[config.mk]
export PLATFORM = sky130hd
export DESIGN_NAME = trace_monitor_top
export DESIGN_NICKNAME = d
export VERILOG_FILES = /design/src/rtl/ctrl_pkg.sv /design/src/rtl/trace_pkg.sv /design/src/rtl/monitor_cfg_if.sv /design/src/rtl/ctrl_regs.sv /design/src/rtl/event_counters.sv /design/src/rtl/stream_fifo.sv /design/src/rtl/trace_gate.sv /design/src/rtl/trace_monitor_top.sv /design/src/rtl/trace_packer.sv
export VERILOG_INCLUDE_DIRS = /design/src /design/src/rtl
export SDC_FILE = /design/constraint.sdc
export NUM_CORES = 2
export LEC_CHECK = 0
export BUFFER_PORTS_ARGS = -buffer_cell sky130_fd_sc_hd__buf_4
export CAP_MARGIN = 0
export CORE_MARGIN = 10
export CORE_UTILIZATION = 56
export DETAILED_ROUTE_END_ITERATION = 12
export PLACE_DENSITY = 0.74
export SYNTH_ARGS = -nofsm -noshare
export SYNTH_HDL_FRONTEND = slang
export SYNTH_HIERARCHICAL = 1
export SYNTH_SLANG_ARGS = --single-unit
[constraint.sdc]
create_clock -name clk -period 22.8 [get_ports clk]
set_input_delay 4.56 -clock clk [delete_from_list [all_inputs] [get_ports clk]]
set_output_delay 4.56 -clock clk [all_outputs]
set_load 0.02 [all_outputs]
[src/rtl/trace_params.svh]
/*
 * width and size constants for the trace monitor
 * include wherever a width, the event count or the wfi encoding is needed
 */
`ifndef TRACE_PARAMS_SVH
`define TRACE_PARAMS_SVH

// pc and trigger/bound address width
`define TRACE_XLEN 32

// one retired instruction
`define TRACE_INSTR_WIDTH 32

// free running clock counter and timestamp delta
`define TRACE_DELTA_WIDTH 32

// performance event inputs, one counter each
`define TRACE_NUM_EVENTS 8
// per event count, saturates at all ones
`define TRACE_EVENT_CNT_WIDTH 8

// output queue entries
`define TRACE_FIFO_DEPTH 8

// wfi encoding in rv32i
`define TRACE_WFI_INSTR 32'h1050_0073

`endif

[src/rtl/ctrl_pkg.sv]
/*
 * control port types for the trace monitor
 * addresses select which capture setting a write updates
 */
`include "trace_params.svh"

package ctrl_pkg;

    // register map of the control write port
    typedef enum logic [3:0] {
        // trigger enables, bit 0 of the data word
        START_EN    = 4'd0,
        END_EN      = 4'd1,
        // trigger addresses, exact pc match
        START_ADDR  = 4'd2,
        END_ADDR    = 4'd3,
        // range enables, bit 0 of the data word
        LOWER_EN    = 4'd4,
        UPPER_EN    = 4'd5,
        // range bounds, both inclusive
        LOWER_BOUND = 4'd6,
        UPPER_BOUND = 4'd7
    } ctrl_addr_t;

    // data word, wide enough for a full address
    typedef logic [`TRACE_XLEN-1:0] ctrl_word_t;

endpackage

[src/rtl/trace_pkg.sv]
/*
 * trace packet and stream beat types
 * a packet is exactly the tdata of the output stream
 */
`include "trace_params.svh"

package trace_pkg;

    // one saturating event count
    typedef logic [`TRACE_EVENT_CNT_WIDTH-1:0] event_count_t;

    // all event counts, index i for event bit i
    typedef event_count_t [`TRACE_NUM_EVENTS-1:0] event_counts_t;

    // instr in the top bits, counts at the bottom
    typedef struct packed {
        logic [`TRACE_INSTR_WIDTH-1:0] instr;
        logic [`TRACE_DELTA_WIDTH-1:0] delta;
        logic [`TRACE_XLEN-1:0]        pc;
        event_counts_t                 counts;
    } trace_pkt_t;

    // fifo payload, packet plus tlast
    typedef struct packed {
        trace_pkt_t pkt;
        logic       last;
    } trace_beat_t;

endpackage

[src/rtl/monitor_cfg_if.sv]
/*
 * capture configuration from the control registers to the gate
 */
`timescale 1ns/1ps
`include "trace_params.svh"

interface monitor_cfg_if;

    // start/end triggers
    logic                   start_en;
    logic                   end_en;
    logic [`TRACE_XLEN-1:0] start_addr;
    logic [`TRACE_XLEN-1:0] end_addr;

    // monitored range
    logic                   lower_en;
    logic                   upper_en;
    logic [`TRACE_XLEN-1:0] lower_bound;
    logic [`TRACE_XLEN-1:0] upper_bound;

    // high while a control write happens this cycle
    logic                   ctrl_write;

    modport regs (
        output start_en, end_en, start_addr, end_addr,
        output lower_en, upper_en, lower_bound, upper_bound,
        output ctrl_write
    );

    modport gate (
        input start_en, end_en, start_addr, end_addr,
        input lower_en, upper_en, lower_bound, upper_bound,
        input ctrl_write
    );

endinterface

[src/rtl/ctrl_regs.sv]
/*
 * control registers of the trace monitor
 * level triggered write port, a write lands at the edge ending its cycle
 */
`timescale 1ns/1ps

module ctrl_regs import ctrl_pkg::*; (
    input  logic       clk,
    input  logic       rst_n,
    input  ctrl_addr_t ctrl_addr,
    input  ctrl_word_t ctrl_wdata,
    input  logic       ctrl_write,
    monitor_cfg_if.regs cfg
);

    // gate holds off trigger updates during a write
    assign cfg.ctrl_write = ctrl_write;

    always_ff @(posedge clk) begin
        if (!rst_n) begin
            cfg.start_en    <= 1'b0;
            cfg.end_en      <= 1'b0;
            cfg.start_addr  <= '0;
            // end address and upper bound open wide
            cfg.end_addr    <= '1;
            cfg.lower_en    <= 1'b0;
            cfg.upper_en    <= 1'b0;
            cfg.lower_bound <= '0;
            cfg.upper_bound <= '1;
        end else if (ctrl_write) begin
            case (ctrl_addr)
                START_EN:    cfg.start_en    <= ctrl_wdata[0];
                END_EN:      cfg.end_en      <= ctrl_wdata[0];
                START_ADDR:  cfg.start_addr  <= ctrl_wdata;
                END_ADDR:    cfg.end_addr    <= ctrl_wdata;
                LOWER_EN:    cfg.lower_en    <= ctrl_wdata[0];
                UPPER_EN:    cfg.upper_en    <= ctrl_wdata[0];
                LOWER_BOUND: cfg.lower_bound <= ctrl_wdata;
                UPPER_BOUND: cfg.upper_bound <= ctrl_wdata;
                // addresses 8..15 unmapped
                default: begin
                end
            endcase
        end
    end

endmodule

[src/rtl/event_counters.sv]
/*
 * one saturating counter per performance event bit
 * all counters restart from zero at each capture
 */
`timescale 1ns/1ps
`include "trace_params.svh"

module event_counters import trace_pkg::*; (
    input  logic                         clk,
    input  logic                         rst_n,
    input  logic                         capture,
    input  logic [`TRACE_NUM_EVENTS-1:0] events,
    output event_counts_t                counts
);

    always_ff @(posedge clk) begin
        if (!rst_n) begin
            counts <= '0;
        end else if (capture) begin
            // events seen in the capture cycle itself are dropped
            counts <= '0;
        end else begin
            for (int i = 0; i < `TRACE_NUM_EVENTS; i++) begin
                // hold at all ones
                if (events[i] && (counts[i] != '1)) begin
                    counts[i] <= counts[i] + event_count_t'(1);
                end
            end
        end
    end

endmodule

[src/rtl/stream_fifo.sv]
/*
 * circular buffer with an axi4-stream read side
 * head entry sits on rd_data with tvalid until tready takes it
 */
`timescale 1ns/1ps

module stream_fifo #(
    parameter type payload_t = logic,
    parameter int  depth     = 8
) (
    input  logic     clk,
    input  logic     rst_n,
    input  logic     wr_en,
    input  payload_t wr_data,
    output logic     full,
    output logic     tvalid,
    input  logic     tready,
    output payload_t rd_data
);

    localparam int aw = (depth > 1) ? $clog2(depth) : 1;

    payload_t mem [depth];

    logic [aw-1:0]          wr_ptr;
    logic [aw-1:0]          rd_ptr;
    logic [$clog2(depth+1)-1:0] count;

    logic push;
    logic pop;

    assign full    = (count == depth);
    assign tvalid  = (count != 0);
    assign rd_data = mem[rd_ptr];

    // full comes from the registered count so a pop does not free space this cycle
    assign push = wr_en && !full;
    assign pop  = tvalid && tready;

    // payload storage
    always_ff @(posedge clk) begin
        if (push) begin
            mem[wr_ptr] <= wr_data;
        end
    end

    always_ff @(posedge clk) begin
        if (!rst_n) begin
            wr_ptr <= '0;
            rd_ptr <= '0;
            count  <= '0;
        end else begin
            // explicit wrap since depth need not be a power of two
            if (push) begin
                wr_ptr <= (wr_ptr == aw'(depth - 1)) ? '0 : wr_ptr + 1'b1;
            end
            if (pop) begin
                rd_ptr <= (rd_ptr == aw'(depth - 1)) ? '0 : rd_ptr + 1'b1;
            end
            case ({push, pop})
                2'b10:   count <= count + 1'b1;
                2'b01:   count <= count - 1'b1;
                default: count <= count;
            endcase
        end
    end

endmodule

[src/rtl/trace_gate.sv]
/*
 * per cycle capture decision
 * range and trigger checks plus the stop after two wfi in a row
 */
`timescale 1ns/1ps
`include "trace_params.svh"

module trace_gate (
    input  logic                          clk,
    input  logic                          rst_n,
    input  logic                          en,
    input  logic                          pc_valid,
    input  logic [`TRACE_XLEN-1:0]        pc,
    input  logic [`TRACE_INSTR_WIDTH-1:0] instr,
    monitor_cfg_if.gate                   cfg,
    output logic                          capture,
    output logic                          capture_wfi
);

    logic       start_reached;
    logic       end_reached;
    // saturates at 2, capture stops there
    logic [1:0] wfi_cnt;

    logic is_wfi;
    logic start_hit;
    logic end_hit;
    logic in_range;
    logic trig_open;

    assign is_wfi    = (instr == `TRACE_WFI_INSTR);
    assign start_hit = cfg.start_en && (pc == cfg.start_addr);
    assign end_hit   = cfg.end_en && (pc == cfg.end_addr);

    // disabled bound always passes
    assign in_range = (!cfg.lower_en || (pc >= cfg.lower_bound)) &&
                      (!cfg.upper_en || (pc <= cfg.upper_bound));

    // trigger flags are registered, a match opens/closes from the next cycle
    assign trig_open = (!cfg.start_en || start_reached) &&
                       (!cfg.end_en || !end_reached);

    assign capture     = en && pc_valid && (wfi_cnt < 2'd2) && trig_open && in_range;
    assign capture_wfi = capture && is_wfi;

    always_ff @(posedge clk) begin
        if (!rst_n) begin
            start_reached <= 1'b0;
            end_reached   <= 1'b0;
            wfi_cnt       <= 2'd0;
        end else begin
            // no trigger tracking while the config is being written
            if (!cfg.ctrl_write) begin
                if (start_hit) begin
                    start_reached <= 1'b1;
                    end_reached   <= 1'b0;
                end
                // end wins on a double match
                if (end_hit) begin
                    end_reached   <= 1'b1;
                    start_reached <= 1'b0;
                end
            end

            if (is_wfi && en && (wfi_cnt < 2'd2)) begin
                wfi_cnt <= wfi_cnt + 2'd1;
            end else if (!is_wfi) begin
                wfi_cnt <= 2'd0;
            end
        end
    end

endmodule

[src/rtl/trace_monitor_top.sv]
/*
 * trace monitor beside a risc-v core
 * captures retired instructions into packets, sent out on an axi4-stream master
 */
`timescale 1ns/1ps
`include "trace_params.svh"

module trace_monitor_top import trace_pkg::*, ctrl_pkg::*; (
    input  logic                          clk,
    input  logic                          rst_n,
    input  logic                          en,
    input  logic                          pc_valid,
    input  logic [`TRACE_INSTR_WIDTH-1:0] instr,
    input  logic [`TRACE_XLEN-1:0]        pc,
    input  logic [`TRACE_NUM_EVENTS-1:0]  performance_events,
    // control write port
    input  ctrl_addr_t                    ctrl_addr,
    input  ctrl_word_t                    ctrl_wdata,
    input  logic                          ctrl_write,
    // packets per tlast, 0 for wfi only
    input  logic [31:0]                   tlast_interval,
    // stream master
    output logic                          m_axis_tvalid,
    input  logic                          m_axis_tready,
    output trace_pkt_t                    m_axis_tdata,
    output logic                          m_axis_tlast
);

    monitor_cfg_if cfg_if ();

    logic          capture;
    logic          capture_wfi;
    event_counts_t counts;
    logic          wr_en;
    trace_beat_t   wr_beat;
    logic          full;
    trace_beat_t   rd_beat;

    ctrl_regs u_ctrl_regs (
        .clk        (clk),
        .rst_n      (rst_n),
        .ctrl_addr  (ctrl_addr),
        .ctrl_wdata (ctrl_wdata),
        .ctrl_write (ctrl_write),
        .cfg        (cfg_if)
    );

    trace_gate u_trace_gate (
        .clk         (clk),
        .rst_n       (rst_n),
        .en          (en),
        .pc_valid    (pc_valid),
        .pc          (pc),
        .instr       (instr),
        .cfg         (cfg_if),
        .capture     (capture),
        .capture_wfi (capture_wfi)
    );

    event_counters u_event_counters (
        .clk     (clk),
        .rst_n   (rst_n),
        .capture (capture),
        .events  (performance_events),
        .counts  (counts)
    );

    trace_packer u_trace_packer (
        .clk            (clk),
        .rst_n          (rst_n),
        .capture        (capture),
        .capture_wfi    (capture_wfi),
        .instr          (instr),
        .pc             (pc),
        .counts         (counts),
        .tlast_interval (tlast_interval),
        .full           (full),
        .wr_en          (wr_en),
        .wr_beat        (wr_beat)
    );

    stream_fifo #(
        .payload_t (trace_beat_t),
        .depth     (`TRACE_FIFO_DEPTH)
    ) u_stream_fifo (
        .clk     (clk),
        .rst_n   (rst_n),
        .wr_en   (wr_en),
        .wr_data (wr_beat),
        .full    (full),
        .tvalid  (m_axis_tvalid),
        .tready  (m_axis_tready),
        .rd_data (rd_beat)
    );

    // split the head beat onto tdata/tlast
    assign m_axis_tdata = rd_beat.pkt;
    assign m_axis_tlast = rd_beat.last;

endmodule

[src/rtl/trace_packer.sv]
/*
 * builds trace packets from captures
 * timestamps each capture, tracks the tlast interval, pushes into the fifo
 */
`timescale 1ns/1ps
`include "trace_params.svh"

module trace_packer import trace_pkg::*; (
    input  logic                          clk,
    input  logic                          rst_n,
    input  logic                          capture,
    input  logic                          capture_wfi,
    input  logic [`TRACE_INSTR_WIDTH-1:0] instr,
    input  logic [`TRACE_XLEN-1:0]        pc,
    input  event_counts_t                 counts,
    input  logic [31:0]                   tlast_interval,
    input  logic                          full,
    output logic                          wr_en,
    output trace_beat_t                   wr_beat
);

    logic [`TRACE_DELTA_WIDTH-1:0] clk_cnt;
    logic [`TRACE_DELTA_WIDTH-1:0] last_ts;
    // packets written since the last tlast
    logic [31:0]                   pkt_cnt;
    logic                          interval_hit;

    // drop on full, pop in the same cycle does not count
    assign wr_en = capture && !full;

    // >= so a lowered interval still closes the burst
    assign interval_hit = (tlast_interval != 32'd0) && (pkt_cnt >= tlast_interval - 32'd1);

    assign wr_beat.pkt.instr  = instr;
    assign wr_beat.pkt.delta  = clk_cnt - last_ts;
    assign wr_beat.pkt.pc     = pc;
    assign wr_beat.pkt.counts = counts;
    assign wr_beat.last       = capture_wfi || interval_hit;

    always_ff @(posedge clk) begin
        if (!rst_n) begin
            clk_cnt <= '0;
            last_ts <= '0;
            pkt_cnt <= '0;
        end else begin
            clk_cnt <= clk_cnt + 1'b1;
            // a dropped capture still moves the timestamp
            if (capture) begin
                last_ts <= clk_cnt;
            end
            if (wr_en) begin
                pkt_cnt <= wr_beat.last ? 32'd0 : pkt_cnt + 32'd1;
            end
        end
    end

endmodule

======== Word level (Yosys, flattened, before mapping) ========
Memories as Yosys holds them, arrays and structs flattened. A register that Yosys moved wholly into a read port is not among the register bits.
Cells that the tools add are included.
storage, ports and cells
  flip-flop bits (word level) ............. 306
  memory bits (writable) .................. 1,288
  bits of input ports ..................... 146
  memories kept ........................... 1
cells by class
  $add $sub $neg .......................... 17
  magnitude comparators ................... 4
  equality and inequality tests ........... 24
  muxes and demuxes ....................... 14
  bitwise gates (word level) .............. 2
  reduce and logical (&&, ||, !) cells .... 49
memory list
  name               words  bits a word  rd ports  clocked after memory_dff  write ports  line               source
  u_stream_fifo.mem  8      161          1         1                         1            stream_fifo.sv:23  payload_t mem [depth];
operator list
  cell                                                                     count
  32-bit by 1-bit adder with 32-bit output, second input constant          2
  8-bit by 1-bit adder with 8-bit output, second input constant            8
  32-bit equality test                                                     2
  32-bit greater-or-equal comparator                                       2
  8-bit != test, second input constant                                     8
  32-bit by 29-bit equality test with 1-bit output, second input constant  1
  32-bit less-or-equal comparator                                          1
  32-bit two-way mux                                                       1
  32-bit nonzero test                                                      1
  32-bit by 1-bit subtractor with 32-bit output, second input constant     1
  32-bit subtractor                                                        1
  1-bit logical AND                                                        23
  2-bit AND reduction                                                      9
  4-bit by 3-bit equality test with 1-bit output, second input constant    4
  3-bit two-way mux                                                        4
  4-bit by 2-bit equality test with 1-bit output, second input constant    2
  4-bit case mux with 2 select lines                                       1
  3-bit by 1-bit adder with 3-bit output, second input constant            2
  3-bit equality test, second input constant                               2
  1-bit zero test                                                          6
  1-bit two-way mux                                                        6
  1-bit logical OR                                                         5
  4-bit by 1-bit adder with 4-bit output, second input constant            1
  4-bit by 1-bit equality test with 1-bit output, second input constant    1
  other kinds (13)                                                         16

======== Depth between registers and ports, before layout ========
  depth after elaboration ................. 9
  gate-level depth with buffers ........... 20
  depth with buffers taken out ............ 18

======== Hierarchy ========
The synthesis kept the hierarchy.
modules (own cells, without submodules)
  module          times used  cells an instance  area an instance (sq um)  seq. area each (sq um)
  stream_fifo     1           1,938              49,169.7                  38,937.3
  trace_packer    1           992                8,164.1                   1,921.8
  ctrl_regs       1           509                5,277.6                   2,642.5
  event_counters  1           347                3,121.7                   1,281.2
  trace_gate      1           346                2,597.5                   80.1

======== Worst setup path before layout ========
Ideal clock, no wire load.
  kind .................................... input to register
  from .................................... input pc[13]
  to ...................................... memory u_stream_fifo/mem[0][0] (netlist bit), enable pin
  arrival time ............................ 22.087 ns
  data required time ...................... 21.725 ns
  slack ................................... -0.362 ns
  cell stages on the path ................. 13
  buffers on the path ..................... 2
  path through ............................ ha_1 > nand4_2 > or4_4 > o41ai_2 > a21oi_1 > a41oi_1 > o21a_1 > buf_2 > nand2b_2 > inv_1 > a21bo_1 > buf_2 > nor4_1
on the way
  longest elaborated chain between the ends .. 8
ends and longest elaborated chain
  item                                                                                          line                                source
  from (decl)                                                                                   trace_monitor_top.sv:14             input logic [`TRACE_XLEN-1:0] pc,
  32-bit greater-or-equal comparator / 32-bit less-or-equal comparator (equally long branches)  trace_gate.sv:36, trace_gate.sv:37
  1-bit logical OR, on equally long branches                                                    trace_gate.sv:36, trace_gate.sv:37
  1-bit logical AND *                                                                           trace_gate.sv:36                    assign in_range = (!cfg.lower_en || (pc >= cfg.lower_bound)) &&
  1-bit logical AND *                                                                           trace_gate.sv:43                    assign capture = en && pc_valid && (wfi_cnt < 2'd2) && trig_open && in_range;
  via capture                                                                                   trace_monitor_top.sv:31             logic capture;
  1-bit logical AND *                                                                           trace_packer.sv:29                  assign wr_en = capture && !full;
  via wr_en                                                                                     trace_monitor_top.sv:34             logic wr_en;
  1-bit logical AND *                                                                           stream_fifo.sv:37                   assign push = wr_en && !full;
  1-bit two-way mux *                                                                           stream_fifo.sv:42                   if (push) begin
  1-bit two-way mux (implied by the code) *                                                     stream_fifo.sv:43                   mem[wr_ptr] <= wr_data;
  to (decl)                                                                                     stream_fifo.sv:23
Mark *: on every way through the listed nets, which the timed path passes. The rest lies on a longest branch.

======== Final worst setup path ========
  from .................................... input pc[14]
  to ...................................... memory u_stream_fifo/mem[6][11] (netlist bit), enable pin
Same word-level chain as after synthesis.

==> results.yml <==
clock_tree:
  clock_latency_ns: 0.79
  tritoncts: "built"
  cts-root-buf: "clkbuf_16"
  cts_hold_buf: 0
  cts_resized: 0
  cts_setup_buffers: 0
  clockBufferDepth: 3
  clk_pin_slew_ns: 0.06
  cts.sinks: 1597
  numCtsBuffers: 158
  htree_levels: 4
min_path:
  min_path_type: "reg2reg"
  hold_depth: 2
finish:
  area_growth_pct: 11.8
  nets: 4648
  final_layout_size_suffix_gt1_share_pct: 24.8
  utilization_pct: 62.8
die:
  num_rows: 128
  die-area_sq_um: 136000
  start_util_pct: 56.2
  coreArea_sq_um: 122000
  die_w_um: 369
  die_y_um: 369
  io_pins: 308
timing:
  finClkSkew_ns: 0.0293
  maxSlewHeadroom_pct: 24.5
  drv_slew: 0
  fin_crit_ns: 10.67
  finalHoldViolCount: 0
  rsz0062_at_grt: "false"
  tightest_slew_ns: 1.10
  fin_setup_tns_ns: 0
  fin_crit_sh_pct: 46.8
  setup_viol: 0
  fmax_ghz: 0.0937
global_routing:
  grt_max_degree: 138
  grt_pass1_wl_um: 225000
  grt_pass1_vias: 37200
  grt-ovfl-total: 0
  grt_usage_pct: 21.4
  antenna_found_initial: 4
worst_setup_path:
  cp.required_ns: 23.20
  critPathLaunchType: "input pin"
  end_kind: "flip-flop"
  cpMostUsedCell: "buf_4"
  max_stage_delay_ns: 0.92
  worst-endpoint-arrival_ns: 11.07
  cp_top_family: "buffers and inverters"
  critPathBufInv: 6
  critPathMaxFanout: 61
  reg2reg_depth: 16
  crit_slowest_cell: "buf_4"
  crit_type: "in2reg"
  path_depth: 16
  cp_cell_sequence: "buf_4 -> ha_1 -> nand4_1 -> nor3_1 -> nor4b_1 -> a211oi_1 -> a2111oi_0 -> o21a_2 -> buf_4 -> nand2b_2 -> inv_1 -> a21bo_1 -> nor3_2 -> buf_4 -> buf_4 -> buf_4"
placement:
  gp_congestion: 0.853
  port_buffers: 307
  dp_hpwl_um: 88900
synth:
  synth_area_sq_um: 68300
  yosys_warnings: 6
  syn_avg_cell_area_sq_um: 16.5
  syn_nets: 4425
  synth_cells: 4132
  ys_seq_area_share_pct: 65.7
  yosysUniqueCellTypes: 90
  synthFlopType: "edfxtp_1"
  synthArstFlopShare_pct: 0
  ys_ff_latch: 1597
  synth_edf_count: 1288
routing:
  dr_total_vias: 36100
  drc_errors: 0
  ant_nets: 0
  wl_per_cell_um: 23.9
  first_iter_violations: 2963
  totalWireLength_um: 146000
  via_per_inst: 5.90
  firstDrtPassIters: 6
pwr:
  power_uw: 7400
  p_leak_uw: 0.0256
  p_per_area_nw_per_um2: 97.0
  ir_drop_mv: 0.0730
outcome:
  status: "finished clean"
flow_run:
  drv_cap: 0
==> worst reg2reg max path, cell delays in order, from the launching register on <==
cell       delay, ns
dfxtp_1         0.33
inv_1           0.06
ha_1            0.30
nand4_1         0.12
nor3_1          0.33
nor4b_1         0.33
a211oi_1        0.10
a2111oi_0       0.58
o21a_2          0.20
buf_4           0.48
nand2b_2        0.20
inv_1           0.19
a21bo_1         0.39
nor3_2          0.57
buf_4           0.73
buf_4           0.95
buf_4           0.78
==> power breakdown <==
part           total [uW]  switching (uW)  internal [uW]
Sequential           3310            62.2           3250
Clock                2620            1080           1540
Combinational        1470             776            695
==> through the flow <==
stage	hold WS (ns)	std cells	worst slack [ns]	cell area (sq um)
after floorplan	0.426	4132	4.03	68300
after global placement	0.439	5820	11.39	71100
after detailed placement	0.446	5820	11.27	71100
after CTS	0.460	6112	12.09	76400
after global routing	0.482	6114	11.59	76400
final	0.462	6115	12.13	76400
==> cells in the mapped netlist, types with 59 or more instances <==
library cell / instances / area (sq um)
clkbuf_1: 59 / 221
dfxtp_1: 309 / 6190
xnor2_1: 128 / 1120
nor2b_1: 144 / 901
ha_1: 146 / 1830
nor3_1: 65 / 325
edfxtp_1: 1288 / 38700
inv_1: 124 / 465
buf_4: 135 / 1010
mux4_2: 322 / 7250
a21oi_1: 99 / 495
nand4_1: 62 / 388
mux2_2: 161 / 1810
mux2i_1: 187 / 1870
nand2_1: 234 / 878
==> layout by cell type, fill, tap and decap left out, drive strengths merged, types with 12 or more instances in the layout <==
cell and instances:
a211oi 29, a21boi 21, a21o 20, a21oi 99
a31oi 19, and2 35, and3 29, and4 21
buf 356, bufinv 17, clkbuf 212, clkinv 52
dfxtp 309, edfxtp 1288, ha 146, inv 132
mux2 161, mux2i 187, mux4 322, nand2 236
nand2b 26, nand3 49, nand4 65, nor2 55
nor2b 144, nor3 69, nor3b 12, nor4 20
nor4b 18, o21ai 46, xnor2 128, xor2 50
==> flip-flops by register name (all words and copies together) (netlist names), named ones only <==
name and count:
u_trace_gate/end_reached 1, u_stream_fifo/count 4, u_trace_gate/wfi_cnt 2, u_ctrl_regs/cfg.lower_en 1, u_stream_fifo/wr_ptr 3, u_ctrl_regs/cfg.lower_bound 32
u_ctrl_regs/cfg.end_en 1, u_trace_packer/pkt_cnt 32, u_trace_packer/clk_cnt 32, u_ctrl_regs/cfg.end_addr 32, u_ctrl_regs/cfg.upper_bound 32, u_ctrl_regs/cfg.start_en 1
u_ctrl_regs/cfg.upper_en 1, u_ctrl_regs/cfg.start_addr 32, u_trace_packer/last_ts 32, u_event_counters/counts 64, u_stream_fifo/rd_ptr 3, u_trace_gate/start_reached 1
u_stream_fifo/mem 1288
==> cell families after synthesis <==
logic type	after synthesis	synth area share, %
flops	1597	65.7
simple gates	813	6.65
mux	670	16.0
buf+inv	417	3.72
compound gates	310	2.98
xor+xnor	178	2.28
fa+ha+maj	147	2.70
==> final cells by class <==
type | instances | area, sq um
Clock buffer | 212 | 4360
Fill cell | 8528 | 45200
Tap cell | 1625 | 2030
Clock inverter | 80 | 915
Sequential cell | 1597 | 44900
Antenna cell | 3 | 7.51
Timing Repair Buffer | 356 | 2710
Inverter | 124 | 465
Multi-Input combinational cell | 2118 | 21000
==> final timing paths <==
path | from | endpoint | slack (ns)
hold / removal | u_trace_gate/end_reached | u_trace_gate/end_reached | 0.46
setup / recovery | pc[14] | u_stream_fifo/mem[6][11] | 12.13
hold reg to reg | u_trace_gate/end_reached | u_trace_gate/end_reached | 0.46
setup reg to reg | u_ctrl_regs/cfg.lower_bound[15] | u_stream_fifo/mem[6][11] | 15.73
==> layer usage <==
layer / GRT usage, % / vias to the layer above / share of wire (%)
met3: 4.45 / 207 / 6.3
li1: - / 16400 / -
met2: 34.0 / 1023 / 48
met4: 6.28 / 4 / 2.4
met1: 29.9 / 18400 / 44
met5: 0 / - / 0.018
No activity file was read; power rests on OpenSTA's default activity.
